## config.mk

```make
export PLATFORM = sky130hd
export DESIGN_NAME = scoreboard_ctrl
export DESIGN_NICKNAME = d
export VERILOG_FILES = /design/src/logic/scoreboard_pkg.sv /design/src/logic/fu_status_if.sv /design/src/logic/scoreboard_ctrl.sv /design/src/logic/writeback_arbiter.sv /design/src/logic/operand_arbiter.sv /design/src/logic/fu_status_table.sv /design/src/logic/inst_decoder.sv
export SDC_FILE = /design/constraint.sdc
export NUM_CORES = 1
export LEC_CHECK = 0
export BUFFER_PORTS_ARGS = -buffer_cell sky130_fd_sc_hd__buf_2
export CORE_UTILIZATION = 30
export CTS_CLUSTER_SIZE = 28
export DETAILED_ROUTE_END_ITERATION = 10
export SLEW_MARGIN = 20
export SYNTH_ARGS = -nofsm -noshare
export SYNTH_HDL_FRONTEND = slang
export SYNTH_SLANG_ARGS = --single-unit
```

## constraint.sdc

```tcl
create_clock -name clk -period 4.5 [get_ports clk]
set_clock_uncertainty 0.1 [all_clocks]
set_input_delay 0.9 -clock clk [delete_from_list [all_inputs] [get_ports clk]]
set_output_delay 0.9 -clock clk [all_outputs]
set_load 0.05 [all_outputs]
```

## src/logic/scoreboard_pkg.sv

```systemverilog
package scoreboard_pkg;

    localparam int REG_ADDR_W = 5;
    localparam int NUM_FU = 3;

    // Unit tags, also used as register result status entries
    typedef enum logic [1:0] {
        FU_NONE = 2'd0,
        FU_ALU  = 2'd1,
        FU_MUL  = 2'd2,
        FU_DIV  = 2'd3
    } fu_id_e;

    typedef enum logic [3:0] {
        ALU_ADD  = 4'd0,
        ALU_SUB  = 4'd1,
        ALU_AND  = 4'd2,
        ALU_OR   = 4'd3,
        ALU_XOR  = 4'd4,
        ALU_SLL  = 4'd5,
        ALU_SRL  = 4'd6,
        ALU_SRA  = 4'd7,
        ALU_SLT  = 4'd8,
        ALU_SLTU = 4'd9,
        ALU_LUI  = 4'd10
    } alu_op_e;

    // Same order as funct3[1:0] of the M extension
    typedef enum logic [1:0] {
        MUL_MUL    = 2'd0,
        MUL_MULH   = 2'd1,
        MUL_MULHSU = 2'd2,
        MUL_MULHU  = 2'd3
    } mul_op_e;

    typedef enum logic [1:0] {
        DIV_DIV  = 2'd0,
        DIV_DIVU = 2'd1,
        DIV_REM  = 2'd2,
        DIV_REMU = 2'd3
    } div_op_e;

    typedef enum logic [6:0] {
        OPC_OP     = 7'b0110011,
        OPC_OP_IMM = 7'b0010011,
        OPC_LUI    = 7'b0110111,
        OPC_AUIPC  = 7'b0010111
    } opcode_e;

    typedef enum logic [1:0] {
        WB_ALU = 2'd0,
        WB_MUL = 2'd1,
        WB_DIV = 2'd2
    } wb_sel_e;

    typedef struct packed {
        logic                  busy;
        logic [3:0]            op;
        logic                  use_pc;
        logic                  use_imm;
        logic [REG_ADDR_W-1:0] dst;
        logic [REG_ADDR_W-1:0] src1;
        logic [REG_ADDR_W-1:0] src2;
        fu_id_e                fu1;
        fu_id_e                fu2;
        logic                  rdy1;
        logic                  rdy2;
        logic                  done;
    } fu_status_t;

endpackage
```

## src/logic/fu_status_if.sv

```systemverilog
`timescale 1ns/1ps

interface fu_status_if import scoreboard_pkg::*; ();

    // One record per unit, indexed by fu_id_e
    fu_status_t status [1:NUM_FU];

    // FU_NONE when nobody is granted
    fu_id_e ro_grant;
    fu_id_e wb_grant;

    modport tbl (
        output status,
        input  ro_grant,
        input  wb_grant
    );

    modport operand (
        input  status,
        output ro_grant
    );

    modport writeback (
        input  status,
        output wb_grant
    );

endinterface

```

## src/logic/scoreboard_ctrl.sv

```systemverilog
`timescale 1ns/1ps

module scoreboard_ctrl import scoreboard_pkg::*; #(
    parameter int XLEN = 32
) (
    input  logic                  clk,
    input  logic                  rst,
    input  logic [31:0]           inst,
    input  logic [XLEN-1:0]       pc,
    input  logic [XLEN-1:0]       imm,
    input  logic                  alu_done,
    input  logic                  mul_done,
    input  logic                  div_done,
    output logic                  is_en,
    output logic                  alu_en,
    output logic                  mul_en,
    output logic                  div_en,
    output alu_op_e               alu_op,
    output mul_op_e               mul_op,
    output div_op_e               div_op,
    output logic                  alu_use_pc,
    output logic                  alu_use_imm,
    output logic [REG_ADDR_W-1:0] rs1_ctrl,
    output logic [REG_ADDR_W-1:0] rs2_ctrl,
    output logic [XLEN-1:0]       pc_ctrl,
    output logic [XLEN-1:0]       imm_ctrl,
    output logic                  reg_write,
    output wb_sel_e               write_sel,
    output logic [REG_ADDR_W-1:0] rd_ctrl
);

    fu_id_e                dec_fu;
    logic [3:0]            dec_op;
    logic [REG_ADDR_W-1:0] dec_dst;
    logic [REG_ADDR_W-1:0] dec_src1;
    logic [REG_ADDR_W-1:0] dec_src2;
    logic                  dec_use_pc;
    logic                  dec_use_imm;

    fu_status_if u_fsi ();

    inst_decoder u_decoder (
        .inst    (inst),
        .fu      (dec_fu),
        .op      (dec_op),
        .dst     (dec_dst),
        .src1    (dec_src1),
        .src2    (dec_src2),
        .use_pc  (dec_use_pc),
        .use_imm (dec_use_imm)
    );

    fu_status_table #(
        .XLEN (XLEN)
    ) u_table (
        .clk      (clk),
        .rst      (rst),
        .fu       (dec_fu),
        .op       (dec_op),
        .dst      (dec_dst),
        .src1     (dec_src1),
        .src2     (dec_src2),
        .use_pc   (dec_use_pc),
        .use_imm  (dec_use_imm),
        .pc       (pc),
        .imm      (imm),
        .alu_done (alu_done),
        .mul_done (mul_done),
        .div_done (div_done),
        .is_en    (is_en),
        .pc_ctrl  (pc_ctrl),
        .imm_ctrl (imm_ctrl),
        .fsi      (u_fsi.tbl)
    );

    operand_arbiter u_operand_arb (
        .fsi         (u_fsi.operand),
        .alu_en      (alu_en),
        .mul_en      (mul_en),
        .div_en      (div_en),
        .alu_op      (alu_op),
        .mul_op      (mul_op),
        .div_op      (div_op),
        .alu_use_pc  (alu_use_pc),
        .alu_use_imm (alu_use_imm),
        .rs1_ctrl    (rs1_ctrl),
        .rs2_ctrl    (rs2_ctrl)
    );

    writeback_arbiter u_writeback_arb (
        .fsi       (u_fsi.writeback),
        .reg_write (reg_write),
        .write_sel (write_sel),
        .rd_ctrl   (rd_ctrl)
    );

endmodule

```

## src/logic/writeback_arbiter.sv

```systemverilog
`timescale 1ns/1ps

module writeback_arbiter import scoreboard_pkg::*; (
    fu_status_if.writeback        fsi,
    output logic                  reg_write,
    output wb_sel_e               write_sel,
    output logic [REG_ADDR_W-1:0] rd_ctrl
);

    logic [NUM_FU:1] war_ok;
    fu_id_e          grant;

    // Blocked while another unit still has to read our destination
    always_comb begin
        for (int u = 1; u <= NUM_FU; u++) begin
            war_ok[u] = 1'b1;
            for (int v = 1; v <= NUM_FU; v++) begin
                if (v != u) begin
                    if (fsi.status[v].rdy1 && fsi.status[v].src1 == fsi.status[u].dst)
                        war_ok[u] = 1'b0;
                    if (fsi.status[v].rdy2 && fsi.status[v].src2 == fsi.status[u].dst)
                        war_ok[u] = 1'b0;
                end
            end
            // x0 is never written
            if (fsi.status[u].dst == '0) war_ok[u] = 1'b1;
        end
    end

    always_comb begin
        grant = FU_NONE;
        for (int u = NUM_FU; u >= 1; u--) begin
            if (fsi.status[u].done && war_ok[u]) grant = fu_id_e'(u);
        end
    end

    assign fsi.wb_grant = grant;

    always_comb begin
        reg_write = 1'b0;
        write_sel = WB_ALU;
        rd_ctrl   = '0;

        case (grant)
            FU_MUL:  write_sel = WB_MUL;
            FU_DIV:  write_sel = WB_DIV;
            default: write_sel = WB_ALU;
        endcase

        // Entry with rd x0 retires without a register write
        if (grant != FU_NONE) begin
            rd_ctrl   = fsi.status[grant].dst;
            reg_write = (rd_ctrl != '0);
        end
    end

endmodule

```

## src/logic/operand_arbiter.sv

```systemverilog
`timescale 1ns/1ps

module operand_arbiter import scoreboard_pkg::*; (
    fu_status_if.operand          fsi,
    output logic                  alu_en,
    output logic                  mul_en,
    output logic                  div_en,
    output alu_op_e               alu_op,
    output mul_op_e               mul_op,
    output div_op_e               div_op,
    output logic                  alu_use_pc,
    output logic                  alu_use_imm,
    output logic [REG_ADDR_W-1:0] rs1_ctrl,
    output logic [REG_ADDR_W-1:0] rs2_ctrl
);

    fu_id_e grant;

    // Lowest tag wins, so ALU before MUL before DIV
    always_comb begin
        grant = FU_NONE;
        for (int u = NUM_FU; u >= 1; u--) begin
            if (fsi.status[u].rdy1 && fsi.status[u].rdy2) grant = fu_id_e'(u);
        end
    end

    assign fsi.ro_grant = grant;

    always_comb begin
        alu_en      = 1'b0;
        mul_en      = 1'b0;
        div_en      = 1'b0;
        alu_op      = ALU_ADD;
        mul_op      = MUL_MUL;
        div_op      = DIV_DIV;
        alu_use_pc  = 1'b0;
        alu_use_imm = 1'b0;
        rs1_ctrl    = '0;
        rs2_ctrl    = '0;

        case (grant)
            FU_ALU: begin
                alu_en      = 1'b1;
                alu_op      = alu_op_e'(fsi.status[FU_ALU].op);
                alu_use_pc  = fsi.status[FU_ALU].use_pc;
                alu_use_imm = fsi.status[FU_ALU].use_imm;
            end
            FU_MUL: begin
                mul_en = 1'b1;
                mul_op = mul_op_e'(fsi.status[FU_MUL].op[1:0]);
            end
            FU_DIV: begin
                div_en = 1'b1;
                div_op = div_op_e'(fsi.status[FU_DIV].op[1:0]);
            end
            default: ;
        endcase

        if (grant != FU_NONE) begin
            rs1_ctrl = fsi.status[grant].src1;
            rs2_ctrl = fsi.status[grant].src2;
        end
    end

endmodule

```

## src/logic/fu_status_table.sv

```systemverilog
`timescale 1ns/1ps

module fu_status_table import scoreboard_pkg::*; #(
    parameter int XLEN = 32
) (
    input  logic                  clk,
    input  logic                  rst,
    input  fu_id_e                fu,
    input  logic [3:0]            op,
    input  logic [REG_ADDR_W-1:0] dst,
    input  logic [REG_ADDR_W-1:0] src1,
    input  logic [REG_ADDR_W-1:0] src2,
    input  logic                  use_pc,
    input  logic                  use_imm,
    input  logic [XLEN-1:0]       pc,
    input  logic [XLEN-1:0]       imm,
    input  logic                  alu_done,
    input  logic                  mul_done,
    input  logic                  div_done,
    output logic                  is_en,
    output logic [XLEN-1:0]       pc_ctrl,
    output logic [XLEN-1:0]       imm_ctrl,
    fu_status_if.tbl              fsi
);

    // Register result status, x0 stays FU_NONE
    fu_id_e rrs [2**REG_ADDR_W];

    logic [XLEN-1:0] pc_r  [1:NUM_FU];
    logic [XLEN-1:0] imm_r [1:NUM_FU];

    logic [NUM_FU:0] busy_vec;
    logic [NUM_FU:1] done_vec;
    logic            issue_fire;
    fu_id_e          fu1_tag;
    fu_id_e          fu2_tag;
    fu_status_t      new_rec;

    assign done_vec = {div_done, mul_done, alu_done};

    always_comb begin
        busy_vec[0] = 1'b0;
        for (int u = 1; u <= NUM_FU; u++) begin
            busy_vec[u] = fsi.status[u].busy;
        end
    end

    // Structural and WAW checks; an unknown instruction has fu and dst zero
    assign is_en      = !busy_vec[fu] && (rrs[dst] == FU_NONE);
    assign issue_fire = is_en && (fu != FU_NONE);

    assign fu1_tag = rrs[src1];
    assign fu2_tag = rrs[src2];

    always_comb begin
        new_rec         = '0;
        new_rec.busy    = 1'b1;
        new_rec.op      = op;
        new_rec.use_pc  = use_pc;
        new_rec.use_imm = use_imm;
        new_rec.dst     = dst;
        new_rec.src1    = src1;
        new_rec.src2    = src2;
        // A producer writing back on this same edge counts as ready
        new_rec.rdy1    = (fu1_tag == FU_NONE) || (fu1_tag == fsi.wb_grant);
        new_rec.rdy2    = (fu2_tag == FU_NONE) || (fu2_tag == fsi.wb_grant);
        new_rec.fu1     = new_rec.rdy1 ? FU_NONE : fu1_tag;
        new_rec.fu2     = new_rec.rdy2 ? FU_NONE : fu2_tag;
    end

    always_ff @(posedge clk or posedge rst) begin
        if (rst) begin
            for (int u = 1; u <= NUM_FU; u++) begin
                fsi.status[u] <= '0;
            end
            for (int r = 0; r < 2**REG_ADDR_W; r++) begin
                rrs[r] <= FU_NONE;
            end
        end else begin
            for (int u = 1; u <= NUM_FU; u++) begin
                if (done_vec[u]) fsi.status[u].done <= 1'b1;
            end

            // Operands read this cycle
            if (fsi.ro_grant != FU_NONE) begin
                fsi.status[fsi.ro_grant].rdy1 <= 1'b0;
                fsi.status[fsi.ro_grant].rdy2 <= 1'b0;
                fsi.status[fsi.ro_grant].fu1  <= FU_NONE;
                fsi.status[fsi.ro_grant].fu2  <= FU_NONE;
            end

            if (fsi.wb_grant != FU_NONE) begin
                fsi.status[fsi.wb_grant] <= '0;
                rrs[fsi.status[fsi.wb_grant].dst] <= FU_NONE;
                // Wake up RAW consumers
                for (int u = 1; u <= NUM_FU; u++) begin
                    if (fsi.status[u].fu1 == fsi.wb_grant) fsi.status[u].rdy1 <= 1'b1;
                    if (fsi.status[u].fu2 == fsi.wb_grant) fsi.status[u].rdy2 <= 1'b1;
                end
            end

            if (issue_fire) begin
                fsi.status[fu] <= new_rec;
                if (dst != '0) rrs[dst] <= fu;
            end
        end
    end

    always_ff @(posedge clk) begin
        if (issue_fire) begin
            pc_r[fu]  <= pc;
            imm_r[fu] <= imm;
        end
    end

    always_comb begin
        pc_ctrl  = '0;
        imm_ctrl = '0;
        if (fsi.ro_grant != FU_NONE) begin
            pc_ctrl  = pc_r[fsi.ro_grant];
            imm_ctrl = imm_r[fsi.ro_grant];
        end
    end

endmodule

```

## src/logic/inst_decoder.sv

```systemverilog
`timescale 1ns/1ps

module inst_decoder import scoreboard_pkg::*; (
    input  logic [31:0]           inst,
    output fu_id_e                fu,
    output logic [3:0]            op,
    output logic [REG_ADDR_W-1:0] dst,
    output logic [REG_ADDR_W-1:0] src1,
    output logic [REG_ADDR_W-1:0] src2,
    output logic                  use_pc,
    output logic                  use_imm
);

    opcode_e               opcode;
    logic [2:0]            funct3;
    logic [6:0]            funct7;
    logic [REG_ADDR_W-1:0] rd;
    logic [REG_ADDR_W-1:0] rs1;
    logic [REG_ADDR_W-1:0] rs2;
    mul_op_e               mul_sel;
    div_op_e               div_sel;

    assign opcode  = opcode_e'(inst[6:0]);
    assign rd      = inst[11:7];
    assign funct3  = inst[14:12];
    assign rs1     = inst[19:15];
    assign rs2     = inst[24:20];
    assign funct7  = inst[31:25];
    assign mul_sel = mul_op_e'(funct3[1:0]);
    assign div_sel = div_op_e'(funct3[1:0]);

    always_comb begin
        fu      = FU_NONE;
        op      = '0;
        dst     = '0;
        src1    = '0;
        src2    = '0;
        use_pc  = 1'b0;
        use_imm = 1'b0;

        case (opcode)
            OPC_OP: begin
                fu = FU_ALU;
                case ({funct7, funct3})
                    {7'h00, 3'd0}: op = ALU_ADD;
                    {7'h20, 3'd0}: op = ALU_SUB;
                    {7'h00, 3'd1}: op = ALU_SLL;
                    {7'h00, 3'd2}: op = ALU_SLT;
                    {7'h00, 3'd3}: op = ALU_SLTU;
                    {7'h00, 3'd4}: op = ALU_XOR;
                    {7'h00, 3'd5}: op = ALU_SRL;
                    {7'h20, 3'd5}: op = ALU_SRA;
                    {7'h00, 3'd6}: op = ALU_OR;
                    {7'h00, 3'd7}: op = ALU_AND;
                    default: begin
                        if (funct7 == 7'h01 && funct3[2]) begin
                            fu = FU_DIV;
                            op = {2'b00, div_sel};
                        end else if (funct7 == 7'h01) begin
                            fu = FU_MUL;
                            op = {2'b00, mul_sel};
                        end else begin
                            fu = FU_NONE;
                        end
                    end
                endcase
                if (fu != FU_NONE) begin
                    dst  = rd;
                    src1 = rs1;
                    src2 = rs2;
                end
            end
            OPC_OP_IMM: begin
                fu = FU_ALU;
                case (funct3)
                    3'd0: op = ALU_ADD;
                    3'd2: op = ALU_SLT;
                    3'd3: op = ALU_SLTU;
                    3'd4: op = ALU_XOR;
                    3'd6: op = ALU_OR;
                    3'd7: op = ALU_AND;
                    3'd1: begin
                        op = ALU_SLL;
                        if (funct7 != 7'h00) fu = FU_NONE;
                    end
                    default: begin
                        // Shift right, arithmetic when bit 30 is set
                        if (funct7 == 7'h00) op = ALU_SRL;
                        else if (funct7 == 7'h20) op = ALU_SRA;
                        else fu = FU_NONE;
                    end
                endcase
                if (fu != FU_NONE) begin
                    dst     = rd;
                    src1    = rs1;
                    use_imm = 1'b1;
                end else begin
                    op = '0;
                end
            end
            OPC_LUI: begin
                fu      = FU_ALU;
                op      = ALU_LUI;
                dst     = rd;
                use_imm = 1'b1;
            end
            OPC_AUIPC: begin
                // pc + imm on the adder
                fu      = FU_ALU;
                op      = ALU_ADD;
                dst     = rd;
                use_pc  = 1'b1;
                use_imm = 1'b1;
            end
            default: ;
        endcase
    end

endmodule

```

==> load_flow_metrics.sql, run 1 <==
INSERT INTO impl_metrics (metric_group, metric, value, unit) VALUES
('logic_synthesis', 'syn_inst_count', '1534', ''),
('logic_synthesis', 'yosysWarnings', '0', ''),
('global_route', 'grt-ovfl-total', '0', ''),
('logic_synthesis', 'ys.flop_type', 'edfxtp_1', ''),
('clock_network', 'cts-htree-levels', '2', ''),
('job', 'maxCapViolations', '0', ''),
('setup_path', 'crit_required', '3.50', 'ns'),
('clock_network', 'cts_inserted_buffers', '38', ''),
('global_route', 'grt_max_degree', '144', ''),
('sta', 'setup-violations-final', '0', ''),
('sta', 'number_of_hold_violations_in_the_final_report', '0', ''),
('clock_network', 'clock_tree.buffer_depth', '3', ''),
('place', 'port-buffer-count', '196', ''),
('logic_synthesis', 'synth_nets', '1635', ''),
('drt', 'num_vias', '13800', ''),
('sta', 'timing.final.crit_share', '0.990', ''),
('sta', 'setup-tns-final', '0', 'ns'),
('setup_path', 'critPathSlowestCell', 'or4_1', ''),
('worst_hold_path', 'holdPathEnd', 'u_table.fsi.status[57]', ''),
('drt', 'wl', '56100', 'um'),
('clock_network', 'clock_insertion_delay_worst_skew', '0.56', 'ns'),
('logic_synthesis', 'synth.distinct_cells', '76', ''),
('floorplanning', 'die-height', '235', 'um'),
('power_and_ir_drop', 'vdd_ir_drop_max', '0.000251', 'V'),
('layout', 'layout.nets', '1861', ''),
('sta', 'worst_slew_pin_slew', '0.981', 'ns'),
('logic_synthesis', 'synth_seq_area_share', '0.574', ''),
('sta', 'grt_setup_unrepaired', 'true', ''),
('global_route', 'global_route.usage.met1', '0.262', ''),
('logic_synthesis', 'syn-cell-area', '0.0163', 'mm^2'),
('drt', 'via_per_inst', '5.56', ''),
('setup_path', 'worstSetupPathDepth', '9', ''),
('floorplanning', 'initial_core_util', '0.303', ''),
('setup_path', 'cpPeakStageDelay', '0.56', 'ns'),
('layout', 'post_route_utilization', '0.377', ''),
('power_and_ir_drop', 'power_density_relative_to_cell_area', '400', 'mW/mm^2'),
('global_route', 'antenna_found_initial', '0', ''),
('clock_network', 'cts.reportedPaths.clkPinSlew', '0.06', 'ns'),
('sta', 'timing.hold.ws', '0.374', 'ns'),
('sta', 'timing_max_transition_violations_final', '0', ''),
('clock_network', 'cts_root_buf', 'clkbuf_16', ''),
('drt', 'detail-route-antenna-nets', '0', ''),
('setup_path', 'rr_endpoint', 'u_table.rrs[6]', ''),
('layout', 'layout_common_cells', 'nor2_1 (197), buf_2 (192), edfxtp_1 (192)', ''),
('logic_synthesis', 'synth_async_sr_flop_share', '0.427', ''),
('floorplanning', 'ios', '197', ''),
('global_route', 'grt_met2_use', '0.323', ''),
('run_status', 'run_status', 'finished clean', ''),
('place', 'detailedPlacementHpwl', '38800', 'um'),
('setup_path', 'critPathKind', 'input pin to output pin', ''),
('floorplanning', 'die_w', '235', 'um'),
('logic_synthesis', 'synth_edf_count', '192', ''),
('worst_hold_path', 'class_of_the_tightest_hold_or_removal_check', 'flop to flop', ''),
('power_and_ir_drop', 'cellLeakagePower', '7.98', 'nW'),
('sta', 'timing.final.crit_period', '4.46', 'ns'),
('sta', 'achievable-frequency', '0.224', 'GHz'),
('drt', 'route.detailed.drc', '0', ''),
('setup_path', 'ff2ff_setup_slack', '0.84', 'ns'),
('global_route', 'global_route_wire_length_before_repair', '84800', 'um'),
('clock_network', 'cts_tree', 'yes', ''),
('floorplanning', 'placement_rows', '85', ''),
('worst_hold_path', 'holdPathStages', '2', ''),
('clock_network', 'cts.sinks', '335', ''),
('drt', 'first_pass_iters', '6', ''),
('setup_path', 'worstSetupStartpointType', 'input pin', ''),
('global_route', 'first_global_vias', '13400', ''),
('logic_synthesis', 'synthesis.area_per_instance', '10.6', 'um^2'),
('setup_path', 'worstSetupEndpointType', 'output pin', ''),
('logic_synthesis', 'synth_seq_cells', '335', ''),
('setup_path', 'critical_path.cell_chain', 'buf_2 > or4_1 > o311a_1 > or3_4 > a22oi_1 > o211ai_1 > a221o_1 > nor3_4 > buf_4', ''),
('worst_hold_path', 'worstHoldStart', 'u_table.fsi.status[57]', '');
## cells by family (layout without fill, tap and decap cells)
| family | Yosys count | after routing | synth area share |
|---|---|---|---|
| compound gates | 453 | 453 | 0.179 |
| xor+xnor | 62 | 62 | 0.0333 |
| buf+inv | 132 | 384 | 0.0313 |
| flops | 335 | 335 | 0.574 |
| mux | 41 | 41 | 0.0301 |
| simple gates | 511 | 511 | 0.153 |
## per-stage QoR
stage | power (mW) | worst slack [ns] | std cells | cell area (um^2)
global placement | 4.66 | 0.0174 | 2407 | 18700
floorplan | 4.15 | -0.346 | 1534 | 16300
finish | 8.08 | 0.0433 | 2482 | 20200
detailed placement | 4.67 | -0.0138 | 2407 | 18700
CTS | 8.09 | 0.0142 | 2476 | 20100
global route | 8.37 | -0.0610 | 2482 | 20200
## synth_stat cells (6+ instances only)
library cell / number / area [um^2]
nor2_1: 199 / 747
edfxtp_1: 192 / 5770
o21ai_0: 170 / 851
dfrtp_1: 143 / 3580
nand3_1: 90 / 450
clkbuf_1: 88 / 330
a221oi_1: 82 / 718
nand2_1: 56 / 210
o21ai_1: 52 / 260
a21oi_1: 43 / 215
xor2_1: 43 / 377
nor3_1: 33 / 165
mux2i_1: 31 / 310
and3_1: 28 / 175
inv_1: 19 / 71.3
xnor2_1: 19 / 166
nor4_1: 18 / 113
a211oi_1: 16 / 120
buf_1: 13 / 48.8
buf_2: 12 / 60.1
or2_2: 12 / 75.1
and2_1: 10 / 62.6
o21a_1: 9 / 67.6
nand2b_1: 8 / 50.1
nor2b_1: 8 / 50.1
nor3b_1: 8 / 60.1
or3_1: 8 / 50.1
o211ai_1: 7 / 52.6
mux4_2: 6 / 135
nand4_1: 6 / 37.5
o22ai_1: 6 / 37.5
o2bb2ai_1: 6 / 52.6
or4_1: 6 / 45.0
## report_power, final
group          switching [mW]  total [mW]  internal [mW]  leakage, nW
Clock                    1.28        3.32           2.04        0.646
Combinational           0.957        1.40          0.442         3.92
Sequential             0.0651        3.37           3.30         3.42
Total                    2.30        8.08           5.79         7.98
## timing repair
| item | CTS | global route |
|---|---|---|
| hold buffers | 0 | 0 |
| pin swaps | 3 | 3 |
| setup endpoints to repair | 4 | 3 |
| cloned | 1 | 0 |
| setup buffers | 2 | 6 |
| resized for setup | 26 | 12 |
## how the worst max path moves through the flow
stage / startpoint / end
after floorplan: inst[26] / u_table.imm_r[1][0]
after global placement: inst[26] / is_en
after detailed placement: inst[26] / is_en
after CTS: u_table.fsi.status[49] / reg_write
after global routing: inst[26] / is_en
final: inst[26] / is_en
## per-layer routing
metal  wire length, um  up-vias  share of wire
met1             23600     6826           0.42
met3              4190      131          0.075
li1                  -     6261              -
met4              2220        0          0.040
met2             26200      578           0.47
met5                 0        -              0
## worst reg2reg max path: stages, from the launching register on
cell and delay, ns:
dfrtp_2 0.49, xor2_1 0.18, nor4_2 0.33, and3_1 0.25, nor4_4 0.07, o21a_1 0.21
buf_4 0.17, or3_1 0.35, a31oi_1 0.34, nand2b_1 0.45, or2_2 0.46, o2bb2ai_1 0.13
## sequential cells by signal (all words and copies together), names as in the netlist
register            cells
u_table.fsi.status     79
u_table.imm_r          96
u_table.pc_r           96
u_table.rrs            64
## layout make-up
class                      instances  area (um^2)
clock buffer                      49         1040
multi-input combinational       1067         6570
inverter                          19         78.8
sequential                       335         9360
fill                            5274        33500
tap                              696          871
timing repair buffer             299         2020
clock inverter                    17          274
(Power assumes the default switching activity.)
==> inputs of run 2 (changes only) <==
- PLACE_DENSITY_LB_ADDON: unset -> 0.25
==> load_flow_metrics.sql, run 2 (synthesis results as in run 1) <==
INSERT INTO impl_metrics (metric_group, metric, value, unit) VALUES
('clock_network', 'cts.sinks', '335', ''),
('layout', 'reg_top3', 'u_table.imm_r (96), u_table.pc_r (96), u_table.fsi.status (79)', ''),
('clock_network', 'cts_tree', 'yes', ''),
('setup_path', 'crit_required', '3.50', 'ns'),
('drt', 'route.detailed.drc', '0', ''),
('place', 'dpl-instance-area', '0.0187', 'mm^2'),
('global_route', 'global_route.usage.total', '0.208', ''),
('place', 'port-buffer-count', '196', ''),
('floorplanning', 'ios', '197', ''),
('job', 'maxCapViolations', '0', ''),
('place', 'dp_worst_setup_slack', '0.0138', 'ns'),
('place', 'placed_cells', '2417', ''),
('floorplanning', 'dieArea', '0.0552', 'mm^2'),
('setup_path', 'worst_ep_arrival_time', '3.58', 'ns'),
('sta', 'setup-tns-final', '-0.0753', 'ns'),
('layout', 'antenna_cells_inserted', '0', ''),
('layout', 'layout.nets', '1897', ''),
('drt', 'first_pass_iters', '5', ''),
('drt', 'detail-route-antenna-nets', '0', ''),
('drt', 'wl', '58200', 'um'),
('layout', 'syn2layout_area_growth', '25.6', '%'),
('floorplanning', 'die-height', '235', 'um'),
('setup_path', 'critPathKind', 'flop to output pin', ''),
('clock_network', 'cts-htree-levels', '2', ''),
('floorplanning', 'placement_rows', '85', ''),
('run_status', 'run_status', 'finished with violations', ''),
('floorplanning', 'initial_core_util', '0.303', ''),
('place', 'detailedPlacementHpwl', '40300', 'um'),
('power_and_ir_drop', 'power', '8.01', 'mW'),
('global_route', 'global_route_wire_length_before_repair', '87600', 'um'),
('drt', 'avgRoutedWirePerCell', '23.1', 'um'),
('drt', 'num_vias', '13900', ''),
('clock_network', 'clock_insertion_delay_worst_skew', '0.58', 'ns'),
('place', 'gp_routability_congestion', '0.974', ''),
('sta', 'worst_slew_pin_slew', '1.08', 'ns'),
('sta', 'max_slew_headroom_at_the_worst_pin', '0.275', ''),
('floorplanning', 'die_w', '235', 'um'),
('floorplanning', 'placeableCoreArea', '0.0537', 'mm^2'),
('sta', 'achievable-frequency', '0.219', 'GHz'),
('clock_network', 'cts_root_buf', 'clkbuf_16', ''),
('sta', 'timing.final.crit_share', '1.02', ''),
('layout', 'layout_common_cells', 'nor2_1 (198), buf_2 (193), edfxtp_1 (192)', ''),
('sta', 'number_of_hold_violations_in_the_final_report', '0', ''),
('setup_path', 'worstSetupEndpointType', 'output pin', ''),
('sta', 'timing_max_transition_violations_final', '0', ''),
('run_status', 'failed_checks', 'setup timing', ''),
('worst_hold_path', 'class_of_the_tightest_hold_or_removal_check', 'input pin to asynchronous set/reset pin', ''),
('setup_path', 'worstSetupStartpointType', 'flop', ''),
('layout', 'layout.cells.most_common', 'nor2_1', ''),
('layout', 'layout.cells.non_filler', '2520', ''),
('sta', 'grt_setup_unrepaired', 'true', ''),
('sta', 'final_critical_path_setup_slack', '-0.0753', 'ns'),
('global_route', 'first_global_vias', '13400', ''),
('sta', 'setup-violations-final', '1', ''),
('clock_network', 'cts.reportedPaths.clkPinSlew', '0.06', 'ns'),
('layout', 'share_of_post_route_cells_with_drive_strength_above_1', '0.254', ''),
('setup_path', 'crit_path_max_fanout', '5', ''),
('clock_network', 'clock_tree.buffer_depth', '3', ''),
('clock_network', 'postCtsHoldBufs', '0', ''),
('layout', 'finished_layout_cell_area', '0.0205', 'mm^2'),
('power_and_ir_drop', 'power_density_relative_to_cell_area', '392', 'mW/mm^2'),
('sta', 'timing.final.crit_period', '4.58', 'ns'),
('global_route', 'grt-ovfl-total', '0', ''),
('power_and_ir_drop', 'cellLeakagePower', '8.11', 'nW'),
('drt', '1st_iter_drt_viols', '1091', ''),
('clock_network', 'cts_inserted_buffers', '40', ''),
('global_route', 'antenna_found_initial', '0', ''),
('drt', 'via_per_inst', '5.51', ''),
('power_and_ir_drop', 'vdd_ir_drop_max', '0.000241', 'V'),
('global_route', 'grt_max_degree', '117', '');
==> run 2: cell count changes in the layout (fill, tap and decap cells not counted), sizes merged <==
cell,delta
clkinv,+2
bufinv,-4
buf,+34
clkinvlp,+1
bufbuf,-1
clkbuf,+6
==> run 2: timing repair <==
action,in CTS,in global routing
buffers inserted,15,18
pin swaps,9,20
endpoints found under the setup margin,5,4
resized for setup,26,27
==> run 2: path summary, 6_finish.rpt <==
| check | depth (start not counted) | startpoint | to | slack, ns |
|---|---|---|---|---|
| max | 14 | u_table.fsi.status[48] | reg_write | -0.08 |
| min | 2 | rst | u_table.fsi.status[33] | 0.32 |
| max reg2reg | 17 | u_table.fsi.status[48] | u_table.rrs[7] | 0.76 |
| min reg2reg | 2 | u_table.fsi.status[57] | u_table.fsi.status[57] | 0.39 |
| max in group asynchronous | 3 | rst | u_table.rrs[4] | 2.90 |
| min in group clk | 2 | u_table.fsi.status[57] | u_table.fsi.status[57] | 0.39 |
==> run 2: final cells by class <==
| cell class | count | area, um^2 |
|---|---|---|
| sequential | 335 | 9360 |
| tap | 696 | 871 |
| inverter | 19 | 81.3 |
| timing repair buffer | 333 | 2240 |
| clock inverter | 16 | 178 |
| clock buffer | 54 | 1100 |
| fill | 5294 | 33200 |
| multi-input combinational | 1067 | 6630 |
==> run 2: worst max-delay path, cell delays in order, from the launching register on <==
cell,delay (ns)
dfrtp_2,0.46
buf_6,0.15
buf_6,0.10
xor2_1,0.13
nor4_1,0.25
and3_1,0.24
nor4_4,0.05
buf_4,0.14
o21ai_1,0.11
buf_4,0.16
nor3_2,0.04
a211o_1,0.29
a211o_1,0.33
or3_1,0.38
buf_6,0.16
==> run 2: layer usage <==
metal  wire length, um  vias up  track usage
met5                 0        -            0
met4              1920        0       0.0752
met3              3840      103       0.0324
met2             27200      546        0.332
met1             25200     6925        0.284
li1                  -     6307            -
==> run 2: per-stage QoR <==
step,hold slack [ns],util
2_1_floorplan,0.339,-
3_3_place_gp,0.363,0.349
3_5_place_dp,0.359,0.349
4_1_cts,0.333,0.376
5_1_grt,0.375,0.381
6_report,0.323,0.381
==> run 2: power breakdown <==
part           switching [mW]  total (mW)  internal (mW)  leakage, nW
clock                    1.31        3.21           1.90        0.621
sequential             0.0705        3.37           3.30         3.42
combinational           0.976        1.43          0.455         4.07
